### config.mk
export PLATFORM = sky130hd
export DESIGN_NAME = rob_top
export DESIGN_NICKNAME = d
export VERILOG_FILES = /design/src/rtl/rob_pkg.sv /design/src/rtl/rob_alloc.sv /design/src/rtl/rob_entries.sv /design/src/rtl/rob_retire.sv /design/src/rtl/rob_top.sv
export SDC_FILE = /design/constraint.sdc
export NUM_CORES = 2
export LEC_CHECK = 0
export BUFFER_PORTS_ARGS = -buffer_cell sky130_fd_sc_hd__buf_2
export CORE_ASPECT_RATIO = 0.9
export CORE_UTILIZATION = 45
export CTS_CLUSTER_SIZE = 30
export DETAILED_ROUTE_END_ITERATION = 10
export PLACE_DENSITY = 0.7
export SYNTH_ARGS = -nofsm -noshare
export SYNTH_HDL_FRONTEND = slang
export SYNTH_SLANG_ARGS = --single-unit
### constraint.sdc
create_clock -name clk -period 6.4 [get_ports clk]
set_input_delay 0.96 -clock clk [delete_from_list [all_inputs] [get_ports clk]]
set_output_delay 0.96 -clock clk [all_outputs]
set_load 0.02 [all_outputs]
### src/rtl/rob_pkg.sv
package rob_pkg;

    // kind of instruction held in an entry
    // alu writes a register at retire
    // branch writes nothing, may mispredict
    // store is released to the store buffer
    typedef enum logic [1:0] {
        KIND_ALU    = 2'd0,
        KIND_BRANCH = 2'd1,
        KIND_STORE  = 2'd2
    } rob_kind_e;

    // number of entries
    // the tag width is its base-2 log
    parameter int DEF_DEPTH = 16;

    // result data width
    parameter int DEF_DATA_W = 32;

    // pc and branch target width
    parameter int DEF_ADDR_W = 32;

    // architectural register name width
    parameter int DEF_REG_W = 5;

    // fall-through distance of a branch, fixed size encoding
    // a not-taken mispredict redirects to pc + INSTR_BYTES
    parameter int INSTR_BYTES = 4;

endpackage

### src/rtl/rob_alloc.sv
`timescale 1ns/1ps

module rob_alloc #(
    parameter int DEPTH = rob_pkg::DEF_DEPTH,
    localparam int TAG_W = $clog2(DEPTH)
) (
    input  logic             clk,
    input  logic             arst_n,
    input  logic             alloc_en,
    input  logic             pop,
    input  logic             flush,
    output logic [TAG_W-1:0] alloc_tag,
    output logic [TAG_W-1:0] head,
    output logic             full
);

    localparam int COUNT_W = TAG_W + 1;
    localparam logic [TAG_W-1:0] LAST_IDX = TAG_W'(DEPTH - 1);

    logic [TAG_W-1:0]   head_q;
    logic [TAG_W-1:0]   tail_q;
    logic [COUNT_W-1:0] count_q;

    // step an index, wrapping after the last entry
    function automatic logic [TAG_W-1:0] next_idx(input logic [TAG_W-1:0] idx);
        if (idx == LAST_IDX) begin
            return '0;
        end
        return idx + 1'b1;
    endfunction

    always_ff @(posedge clk or negedge arst_n) begin
        if (!arst_n) begin
            head_q  <= '0;
            tail_q  <= '0;
            count_q <= '0;
        end else if (flush) begin
            // back to empty, next tag handed out is 0
            head_q  <= '0;
            tail_q  <= '0;
            count_q <= '0;
        end else begin
            if (alloc_en) begin
                tail_q <= next_idx(tail_q);
            end
            if (pop) begin
                head_q <= next_idx(head_q);
            end
            case ({alloc_en, pop})
                2'b10:   count_q <= count_q + 1'b1;
                2'b01:   count_q <= count_q - 1'b1;
                default: ;
            endcase
        end
    end

    // new entry always lands at the tail
    assign alloc_tag = tail_q;
    assign head      = head_q;
    assign full      = (count_q == COUNT_W'(DEPTH));

    // front end must honour full and stay quiet during a flush
    alloc_not_full_a: assert property (@(posedge clk) disable iff (!arst_n)
        alloc_en |-> !full);
    alloc_not_flush_a: assert property (@(posedge clk) disable iff (!arst_n)
        alloc_en |-> !flush);

endmodule

### src/rtl/rob_entries.sv
`timescale 1ns/1ps

module rob_entries #(
    parameter int DEPTH  = rob_pkg::DEF_DEPTH,
    parameter int DATA_W = rob_pkg::DEF_DATA_W,
    parameter int ADDR_W = rob_pkg::DEF_ADDR_W,
    parameter int REG_W  = rob_pkg::DEF_REG_W,
    localparam int TAG_W = $clog2(DEPTH)
) (
    input  logic               clk,
    input  logic               arst_n,
    // allocation at the tail
    input  logic               alloc_en,
    input  logic [TAG_W-1:0]   alloc_tag,
    input  rob_pkg::rob_kind_e alloc_kind,
    input  logic [REG_W-1:0]   alloc_rd,
    input  logic [ADDR_W-1:0]  alloc_pc,
    input  logic               alloc_pred_taken,
    // execution unit writeback
    input  logic               wb_en,
    input  logic [TAG_W-1:0]   wb_tag,
    input  logic [DATA_W-1:0]  wb_data,
    input  logic               wb_taken,
    input  logic [ADDR_W-1:0]  wb_target,
    // store address ready
    input  logic               st_en,
    input  logic [TAG_W-1:0]   st_tag,
    // retire side
    input  logic               pop,
    input  logic               flush,
    input  logic [TAG_W-1:0]   head,
    output logic               head_valid,
    output logic               head_done,
    output rob_pkg::rob_kind_e head_kind,
    output logic [REG_W-1:0]   head_rd,
    output logic [DATA_W-1:0]  head_data,
    output logic [ADDR_W-1:0]  head_pc,
    output logic               head_pred_taken,
    output logic               head_taken,
    output logic [ADDR_W-1:0]  head_target
);

    import rob_pkg::*;

    logic [DEPTH-1:0]  valid_q;
    logic [DEPTH-1:0]  done_q;

    // per-entry payload
    rob_kind_e         kind_q   [DEPTH];
    logic [REG_W-1:0]  rd_q     [DEPTH];
    logic [ADDR_W-1:0] pc_q     [DEPTH];
    logic              pred_q   [DEPTH];
    logic [DATA_W-1:0] data_q   [DEPTH];
    logic              taken_q  [DEPTH];
    logic [ADDR_W-1:0] target_q [DEPTH];

    // entry state flags
    always_ff @(posedge clk or negedge arst_n) begin
        if (!arst_n) begin
            valid_q <= '0;
            done_q  <= '0;
        end else if (flush) begin
            // drop everything, writebacks this cycle are lost on purpose
            valid_q <= '0;
            done_q  <= '0;
        end else begin
            if (pop) begin
                valid_q[head] <= 1'b0;
                done_q[head]  <= 1'b0;
            end
            if (alloc_en) begin
                valid_q[alloc_tag] <= 1'b1;
                done_q[alloc_tag]  <= 1'b0;
            end
            if (wb_en) begin
                done_q[wb_tag] <= 1'b1;
            end
            if (st_en) begin
                done_q[st_tag] <= 1'b1;
            end
        end
    end

    // instruction fields from the front end
    always_ff @(posedge clk) begin
        if (alloc_en) begin
            kind_q[alloc_tag] <= alloc_kind;
            rd_q[alloc_tag]   <= alloc_rd;
            pc_q[alloc_tag]   <= alloc_pc;
            pred_q[alloc_tag] <= alloc_pred_taken;
        end
    end

    // results, only trusted once done is set
    always_ff @(posedge clk) begin
        if (wb_en) begin
            data_q[wb_tag]   <= wb_data;
            taken_q[wb_tag]  <= wb_taken;
            target_q[wb_tag] <= wb_target;
        end
    end

    // head read port
    assign head_valid      = valid_q[head];
    assign head_done       = done_q[head];
    assign head_kind       = kind_q[head];
    assign head_rd         = rd_q[head];
    assign head_data       = data_q[head];
    assign head_pc         = pc_q[head];
    assign head_pred_taken = pred_q[head];
    assign head_taken      = taken_q[head];
    assign head_target     = target_q[head];

    // writebacks only for live entries that are still waiting
    wb_live_a: assert property (@(posedge clk) disable iff (!arst_n)
        wb_en && !flush |-> valid_q[wb_tag] && !done_q[wb_tag]);
    st_live_a: assert property (@(posedge clk) disable iff (!arst_n)
        st_en && !flush |-> valid_q[st_tag] && !done_q[st_tag]);

endmodule

### src/rtl/rob_retire.sv
`timescale 1ns/1ps

module rob_retire #(
    parameter int DEPTH  = rob_pkg::DEF_DEPTH,
    parameter int DATA_W = rob_pkg::DEF_DATA_W,
    parameter int ADDR_W = rob_pkg::DEF_ADDR_W,
    parameter int REG_W  = rob_pkg::DEF_REG_W,
    localparam int TAG_W = $clog2(DEPTH)
) (
    input  logic               clk,
    input  logic               arst_n,
    // oldest entry
    input  logic               head_valid,
    input  logic               head_done,
    input  rob_pkg::rob_kind_e head_kind,
    input  logic [REG_W-1:0]   head_rd,
    input  logic [DATA_W-1:0]  head_data,
    input  logic [ADDR_W-1:0]  head_pc,
    input  logic               head_pred_taken,
    input  logic               head_taken,
    input  logic [ADDR_W-1:0]  head_target,
    input  logic [TAG_W-1:0]   head,
    // back to the other stages
    output logic               pop,
    output logic               flush,
    // register commit
    output logic               commit_en,
    output logic [REG_W-1:0]   commit_rd,
    output logic [DATA_W-1:0]  commit_data,
    output logic [TAG_W-1:0]   commit_tag,
    // store buffer release
    output logic               store_release_en,
    output logic [TAG_W-1:0]   store_release_tag,
    output logic [ADDR_W-1:0]  redirect_pc
);

    import rob_pkg::*;

    logic mispredict;
    logic [ADDR_W-1:0] redirect_next;

    // nothing retires while a flush is in progress
    assign pop        = head_valid && head_done && !flush;
    assign mispredict = (head_kind == KIND_BRANCH) && (head_taken != head_pred_taken);

    // taken goes to the target and not taken falls through
    assign redirect_next = head_taken ? head_target : head_pc + ADDR_W'(INSTR_BYTES);

    always_ff @(posedge clk or negedge arst_n) begin
        if (!arst_n) begin
            commit_en        <= 1'b0;
            store_release_en <= 1'b0;
            flush            <= 1'b0;
        end else begin
            commit_en        <= pop && (head_kind == KIND_ALU);
            store_release_en <= pop && (head_kind == KIND_STORE);
            flush            <= pop && mispredict;
        end
    end

    // output fields qualified by the strobes above
    always_ff @(posedge clk) begin
        if (pop) begin
            commit_rd         <= head_rd;
            commit_data       <= head_data;
            commit_tag        <= head;
            store_release_tag <= head;
            redirect_pc       <= redirect_next;
        end
    end

    // an entry of unknown kind would leave without any output
    legal_kind_a: assert property (@(posedge clk) disable iff (!arst_n)
        pop |-> head_kind inside {KIND_ALU, KIND_BRANCH, KIND_STORE});

endmodule

### src/rtl/rob_top.sv
`timescale 1ns/1ps

module rob_top #(
    parameter int DEPTH  = rob_pkg::DEF_DEPTH,
    parameter int DATA_W = rob_pkg::DEF_DATA_W,
    parameter int ADDR_W = rob_pkg::DEF_ADDR_W,
    parameter int REG_W  = rob_pkg::DEF_REG_W,
    localparam int TAG_W = $clog2(DEPTH)
) (
    input  logic               clk,
    input  logic               arst_n,
    // front end
    input  logic               alloc_en,
    input  rob_pkg::rob_kind_e alloc_kind,
    input  logic [REG_W-1:0]   alloc_rd,
    input  logic [ADDR_W-1:0]  alloc_pc,
    input  logic               alloc_pred_taken,
    output logic [TAG_W-1:0]   alloc_tag,
    output logic               full,
    // execution units
    input  logic               wb_en,
    input  logic [TAG_W-1:0]   wb_tag,
    input  logic [DATA_W-1:0]  wb_data,
    input  logic               wb_taken,
    input  logic [ADDR_W-1:0]  wb_target,
    // store address path
    input  logic               st_en,
    input  logic [TAG_W-1:0]   st_tag,
    // retire
    output logic               commit_en,
    output logic [REG_W-1:0]   commit_rd,
    output logic [DATA_W-1:0]  commit_data,
    output logic [TAG_W-1:0]   commit_tag,
    output logic               store_release_en,
    output logic [TAG_W-1:0]   store_release_tag,
    output logic               flush,
    output logic [ADDR_W-1:0]  redirect_pc
);

    import rob_pkg::*;

    logic [TAG_W-1:0]  head;
    logic              pop;
    logic              head_valid;
    logic              head_done;
    rob_kind_e         head_kind;
    logic [REG_W-1:0]  head_rd;
    logic [DATA_W-1:0] head_data;
    logic [ADDR_W-1:0] head_pc;
    logic              head_pred_taken;
    logic              head_taken;
    logic [ADDR_W-1:0] head_target;

    rob_alloc #(
        .DEPTH (DEPTH)
    ) u_alloc (
        .clk       (clk),
        .arst_n    (arst_n),
        .alloc_en  (alloc_en),
        .pop       (pop),
        .flush     (flush),
        .alloc_tag (alloc_tag),
        .head      (head),
        .full      (full)
    );

    rob_entries #(
        .DEPTH  (DEPTH),
        .DATA_W (DATA_W),
        .ADDR_W (ADDR_W),
        .REG_W  (REG_W)
    ) u_entries (
        .clk              (clk),
        .arst_n           (arst_n),
        .alloc_en         (alloc_en),
        .alloc_tag        (alloc_tag),
        .alloc_kind       (alloc_kind),
        .alloc_rd         (alloc_rd),
        .alloc_pc         (alloc_pc),
        .alloc_pred_taken (alloc_pred_taken),
        .wb_en            (wb_en),
        .wb_tag           (wb_tag),
        .wb_data          (wb_data),
        .wb_taken         (wb_taken),
        .wb_target        (wb_target),
        .st_en            (st_en),
        .st_tag           (st_tag),
        .pop              (pop),
        .flush            (flush),
        .head             (head),
        .head_valid       (head_valid),
        .head_done        (head_done),
        .head_kind        (head_kind),
        .head_rd          (head_rd),
        .head_data        (head_data),
        .head_pc          (head_pc),
        .head_pred_taken  (head_pred_taken),
        .head_taken       (head_taken),
        .head_target      (head_target)
    );

    rob_retire #(
        .DEPTH  (DEPTH),
        .DATA_W (DATA_W),
        .ADDR_W (ADDR_W),
        .REG_W  (REG_W)
    ) u_retire (
        .clk               (clk),
        .arst_n            (arst_n),
        .head_valid        (head_valid),
        .head_done         (head_done),
        .head_kind         (head_kind),
        .head_rd           (head_rd),
        .head_data         (head_data),
        .head_pc           (head_pc),
        .head_pred_taken   (head_pred_taken),
        .head_taken        (head_taken),
        .head_target       (head_target),
        .head              (head),
        .pop               (pop),
        .flush             (flush),
        .commit_en         (commit_en),
        .commit_rd         (commit_rd),
        .commit_data       (commit_data),
        .commit_tag        (commit_tag),
        .store_release_en  (store_release_en),
        .store_release_tag (store_release_tag),
        .redirect_pc       (redirect_pc)
    );

endmodule

Yosys cells after proc, flatten, opt, wreduce, memory -nomap -nowiden
Memory sizes are Yosys's and may differ from the RTL's. A register that Yosys moved wholly into a read port is not among the register bits. Index checks and enable logic that the tools add are counted.

Flip-flop bits (word level): 84. Bits in writable memories: 1680. Input port bits: 118. Output and inout bits: 85. Word-level logic and storage cells: 106. Memories: 7.

Add/sub/neg operators: 5. $lt $le $gt $ge: 8. Eq/ne operators: 8. Multiplexer cells: 45. Bitwise gates (word level): 8. Reductions and logical operators: 15.

Memory list: u_entries.data_q (words 16, bits a word 32, read ports 1, clocked after memory_dff 1, write ports 1, RTL line rob_entries.sv:53) `logic [DATA_W-1:0] data_q [DEPTH];`; u_entries.pc_q (words 16, bits a word 32, read ports 1, clocked after memory_dff 0, write ports 1, RTL line rob_entries.sv:51) `logic [ADDR_W-1:0] pc_q [DEPTH];`; u_entries.target_q (words 16, bits a word 32, read ports 1, clocked after memory_dff 0, write ports 1, RTL line rob_entries.sv:55) `logic [ADDR_W-1:0] target_q [DEPTH];`; u_entries.rd_q (words 16, bits a word 5, read ports 1, clocked after memory_dff 1, write ports 1, RTL line rob_entries.sv:50) `logic [REG_W-1:0] rd_q [DEPTH];`; u_entries.kind_q (words 16, bits a word 2, read ports 1, clocked after memory_dff 0, write ports 1, RTL line rob_entries.sv:49) `rob_kind_e kind_q [DEPTH];`; u_entries.pred_q (words 16, bits a word 1, read ports 1, clocked after memory_dff 0, write ports 1, RTL line rob_entries.sv:52) `logic pred_q [DEPTH];`; 1 more memories.

Operators by type and width (number): two-way mux 16 bit (12); AND 16 bit (3); OR 16 bit (3); adder 32 x 3 -> 32 bit (second input constant) (1); two-way mux 32 bit (1); two-way mux 4 bit (8); NOT 16 bit (2); less-than comparator 4 x 5 -> 1 bit (second input constant) (4); demux 1 bit (select 4 bit) (4); greater-or-equal comparator 4 x 1 -> 1 bit (second input constant) (4); two-way mux 1 bit (16); logical AND 1 bit (10); case mux 5 bit (2 select lines) (1); adder 4 x 1 -> 4 bit (second input constant) (2); binary-select mux 1 bit (select 4 bit) (2); == test 4 bit (second input constant) (2); adder 5 x 1 -> 5 bit (second input constant) (1); == test 5 bit (second input constant) (1); two-way mux 5 bit (1); subtractor 5 x 1 -> 5 bit (second input constant) (1); == test 2 x 1 -> 1 bit (second input constant) (2); == test 2 bit (second input constant) (2); nonzero test 2 bit (2); nonzero test 3 bit (1); other kinds (3) (3).

Longest topological paths before layout
Depth in word-level cells: 17. Gate-level depth with buffers: 19. Mapped depth without buffers: 14.

Hierarchy
A second synthesis with hierarchy kept.

Cell total of the unflattened synthesis: 3129. Area, all modules: 68813.5 µm².

By module, submodules not included: rob_entries (times used 1, cells each 2797, area an instance 64712.1 µm², sequential area each 51249.2 µm²); rob_retire (times used 1, cells each 250, area an instance 3303.2 µm², sequential area each 2267.2 µm²); rob_alloc (times used 1, cells each 82, area an instance 798.3 µm², sequential area each 325.3 µm²).

Least setup slack after synthesis
OpenSTA, ideal clock, no wires.

Path kind: input to register. Start: input wb_tag[1]. End: memory u_entries.data_q[0][0] in the netlist's numbering, enable pin. Setup time: 571 ps. Data arrival time: 5940 ps. Required time: 5829 ps. Setup slack: -111 ps. Stages on the path: 2. Path buffers: 0. Cell sequence: or3b_2 nor3_1.

RTL lines: start: declaration (RTL line rob_top.sv:22) `input logic [TAG_W-1:0] wb_tag,`; end: declaration (RTL line rob_entries.sv:53).

No word-level cell before the write port.

Final worst setup path
Start: register u_alloc.head_q[0] (netlist: u_alloc.head[0]). End: register u_alloc.count_q[4].

Cells in the longest elaborated chain, start to end: 7. Elaborated cells on any way between the ends: 11. Those cells by class: 2 x eq/ne; 6 x mux; 3 x reduce/logical.

RTL lines: start: declaration (RTL line rob_alloc.sv:20) `logic [TAG_W-1:0] head_q;`; start signal: assignment (RTL line rob_alloc.sv:47) `head_q <= next_idx(head_q);`; binary-select mux 1 bit (select 4 bit), on equally long branches (RTL line rob_entries.sv:104, rob_entries.sv:105); two-way mux 1 bit, on equally long branches (RTL line rob_entries.sv:104, rob_entries.sv:105); logical AND 1 bit * (2 in a row) (RTL line rob_retire.sv:43) `assign pop = head_valid && head_done && !flush;`; == test 2 x 1 -> 1 bit / == test 2 bit (equally long branches) (RTL line rob_alloc.sv:49) `case ({alloc_en, pop})`; case mux 5 bit (2 select lines) (RTL line rob_alloc.sv:49); two-way mux 5 bit (RTL line rob_alloc.sv:37) `end else if (flush) begin`; end signal: assignment (RTL line rob_alloc.sv:50) `2'b10: count_q <= count_q + 1'b1;`; end signal: assignment (RTL line rob_alloc.sv:51) `2'b01: count_q <= count_q - 1'b1;`; end: declaration (RTL line rob_alloc.sv:22) `logic [COUNT_W-1:0] count_q;`.

Every way passes the cells marked *; elsewhere a longest branch is shown, timed or not. The select of a mux whose other input is x is not followed. A chain may end at the register's enable or synchronous reset.

==> impl_metrics.env <==
export IMPL_status="complete, no violations"
export IMPL_yosysUniqueCellTypes=61
export IMPL_ir_worst_vdd_mv=0.464
export IMPL_slew_headroom_pct=22.6
export IMPL_fmax_mhz=212
export IMPL_wl_microns=163000
export IMPL_final_core_util_pct=51.2
export IMPL_initial_utilization_pct=45.3
export IMPL_drv_slew=0
export IMPL_synthAdderAreaFrac_pct=0.235
export IMPL_grt_remaining_overflow=0
export IMPL_finalSetupTns_ns=0
export IMPL_dieWidth_microns=415
export IMPL_multiInputGateArea_sq_um=14500
export IMPL_synth_async_reset_ratio_pct=2.67
export IMPL_synthCells=2978
export IMPL_h_tree_depth=4
export IMPL_cts_sinks=1801
export IMPL_cts_buffer_depth=3
export IMPL_critPathCaptureType="flop"
export IMPL_drc=0
export IMPL_drt_initial_drc_count=4001
export IMPL_worst_r2r_path_depth=13
export IMPL_crit_type="flop to flop"
export IMPL_grt_start_max_net_pins=161
export IMPL_grt_pass1_vias=32900
export IMPL_synth_compound_area_share_pct=1.58
export IMPL_wl_per_cell_microns=29.9
export IMPL_root_buffer="clkbuf_16"
export IMPL_period_minus_slack_ns=4.71
export IMPL_grt_total_usage_pct=21.0
export IMPL_fp_dieArea_sq_um=155000
export IMPL_clk_pin_slew_worst_paths_ns=0.06
export IMPL_power_leakage_nw=24.7
export IMPL_hold_buffers=0
export IMPL_core_area_sq_um=153000
export IMPL_seqCellArea_sq_um=53900
export IMPL_insertion_delay_ns=0.80
export IMPL_synthSimpleGateAreaFrac_pct=2.12
export IMPL_areaGrowthSynthToFinish_pct=13.0
export IMPL_synth_area_per_cell_sq_um=23.2
export IMPL_clock_skew_final_ns=0.0277
export IMPL_path_max_fanout=36
export IMPL_yosysTopAreaCell="edfxtp_1"
export IMPL_synthMuxAreaShare_pct=16.5
export IMPL_layout_common_cells="edfxtp_1 (1753), mux4_2 (487), buf_2 (202)"
export IMPL_grt_first_pass_wirelength_microns=234000
export IMPL_ys_seq_area_share_pct=77.9
export IMPL_fin_hold_ws_ns=0.385
export IMPL_pin_count=203
export IMPL_cts_buffers=177
export IMPL_dr_pass1_iters=6
export IMPL_finalHoldViolCount=0
export IMPL_synth_seq_cells=1801
export IMPL_synth_flop_cell="edfxtp_1"
export IMPL_synth_top_family_by_area="multiplexers"
export IMPL_setup_violations_final=0
export IMPL_place_congestion=0.840
export IMPL_cap_viol_max_count=0
export IMPL_hpwl_microns=86400
export IMPL_hp_class="input pin to asynchronous set/reset pin"
export IMPL_p_total_mw=34.4
export IMPL_port_buffers=202
export IMPL_via_per_inst=6.00
export IMPL_post_route_period_util_pct=73.7
export IMPL_synthXorXnorAreaFrac_pct=0.279
export IMPL_layout_commonest_cell="edfxtp_1"
export IMPL_vias=32600
export IMPL_die_y_microns=374
export IMPL_antenna_left=0
export IMPL_yosys_warnings=0
export IMPL_synthesis_nets=3109
export IMPL_netlist_area_sq_um=69100
export IMPL_antenna_found_initial=43
export IMPL_cp_required_ns=7.11
export IMPL_synth_edf_count=1753
export IMPL_p_per_area_nw_per_um2=440
export IMPL_synth_area_leaders="edfxtp_1 (76%), mux4_2 (16%), dfrtp_1 (1.7%)"
export IMPL_tightest_slew_ns=1.16
export IMPL_rsz0062_at_grt="no"
export IMPL_fin_nets=3413
export IMPL_num_rows=136
export IMPL_fillers=11600
export IMPL_arrival_ns=5.43
export IMPL_postCtsSetupRepairBufs=0
export IMPL_cts_tree="built"
export IMPL_cts_resized=0
export IMPL_synth_top_cell_area_share_pct=76.1
export IMPL_critPathLaunchType="flop"
export IMPL_drive_gt1_share_pct=31.4
[worst max-delay path: stages, from the launching register on]
cell	delay [ns]
dfrtp_4	0.79
mux4_2	0.63
mux4_2	0.61
or2_2	0.37
inv_4	0.38
ha_1	0.48
xor2_1	0.12
ha_1	0.23
o21a_1	0.17
o21ai_0	0.14
o21bai_1	0.09
xnor2_1	0.14
or3_1	0.32
a21oi_1	0.14
[power breakdown]
part	total, mW	internal (mW)	switching [mW]	leakage, nW
sequential	14.8	14.2	0.560	16.4
clock	10.1	5.70	4.37	2.74
combinational	9.53	4.06	5.48	5.51
[kinds of logic (layout without fill, tap and decap cells)]
kind of cell / Yosys count / after routing
DFF: 1801 / 1801
muxes: 506 / 506
and+or+nand+nor: 295 / 295
buffers and inverters: 179 / 628
AOI/OAI and AO/OA: 162 / 162
xor gates and xnor gates: 22 / 22
adders and majority gates: 13 / 13
other: 0 / 10
[cell usage after synthesis (all sizes together), types with 12 or more instances]
master	number
buf	101
nand3	16
edfxtp	1753
inv	26
nand2	114
dfrtp	48
o21ai	29
nor3	12
a22o	13
a21oi	35
a22oi	37
clkbuf	52
nand4	18
ha	13
xnor2	14
mux4	501
nor2	71
a311oi	12
a31oi	13
[stage by stage]
| stage | instance area [sq um] | std cells | setup slack (ns) |
|---|---|---|---|
| finish | 78100 | 5438 | 1.69 |
| global route | 78100 | 5434 | 1.40 |
| CTS | 78100 | 5428 | 1.64 |
| detailed placement | 72500 | 5104 | 1.67 |
| global placement | 72500 | 5104 | 1.64 |
| floorplan | 69100 | 2978 | 0.190 |
[registers in the layout, summed over array words and instances (netlist names), 5 cells and up]
register / count
u_alloc.count_q: 5
u_entries.target_q: 512
u_entries.pred_q: 16
u_entries.valid_q: 16
u_retire.redirect_pc: 32
u_retire.commit_rd: 5
u_entries.pc_q: 512
u_retire.commit_data: 32
u_entries.rd_q: 80
u_entries.done_q: 16
u_entries.data_q: 512
u_entries.kind_q: 32
u_entries.taken_q: 16
[cell type report]
| type | instances | share of cell area [%] |
|---|---|---|
| Antenna cell | 10 | 0.0320 |
| Clock buffer | 220 | 6.01 |
| Clock inverter | 104 | 1.14 |
| Inverter | 26 | 0.128 |
| Multi-Input combinational cell | 998 | 18.5 |
| Sequential cell | 1801 | 68.9 |
| Tap cell | 2001 | 3.20 |
| Timing Repair Buffer | 278 | 2.07 |
[layer usage]
layer  up-vias  GRT usage (%)  wire length [microns]
li1      13300              -                      -
met1     17500           29.0                  65400
met2      1460           33.9                  80300
met3       312           4.08                  12400
met4        26           6.34                   4530
met5         -              0                    177
[path summary, 6_finish.rpt]
| path | endpoint | start | slack (ns) |
|---|---|---|---|
| worst max-delay path | u_alloc.count_q[4] | u_alloc.head[0] | 1.69 |
| worst min-delay path | u_alloc.alloc_tag[0] | arst_n | 0.39 |
| worst max register to register | u_alloc.count_q[4] | u_alloc.head[0] | 1.69 |
| worst min register to register | u_entries.valid_q[6] | u_entries.valid_q[6] | 0.52 |
| max in group asynchronous | u_alloc.head[3] | arst_n | 5.15 |
| min in group clk | u_entries.valid_q[6] | u_entries.valid_q[6] | 0.52 |
Power figures use the tool's default switching activity.
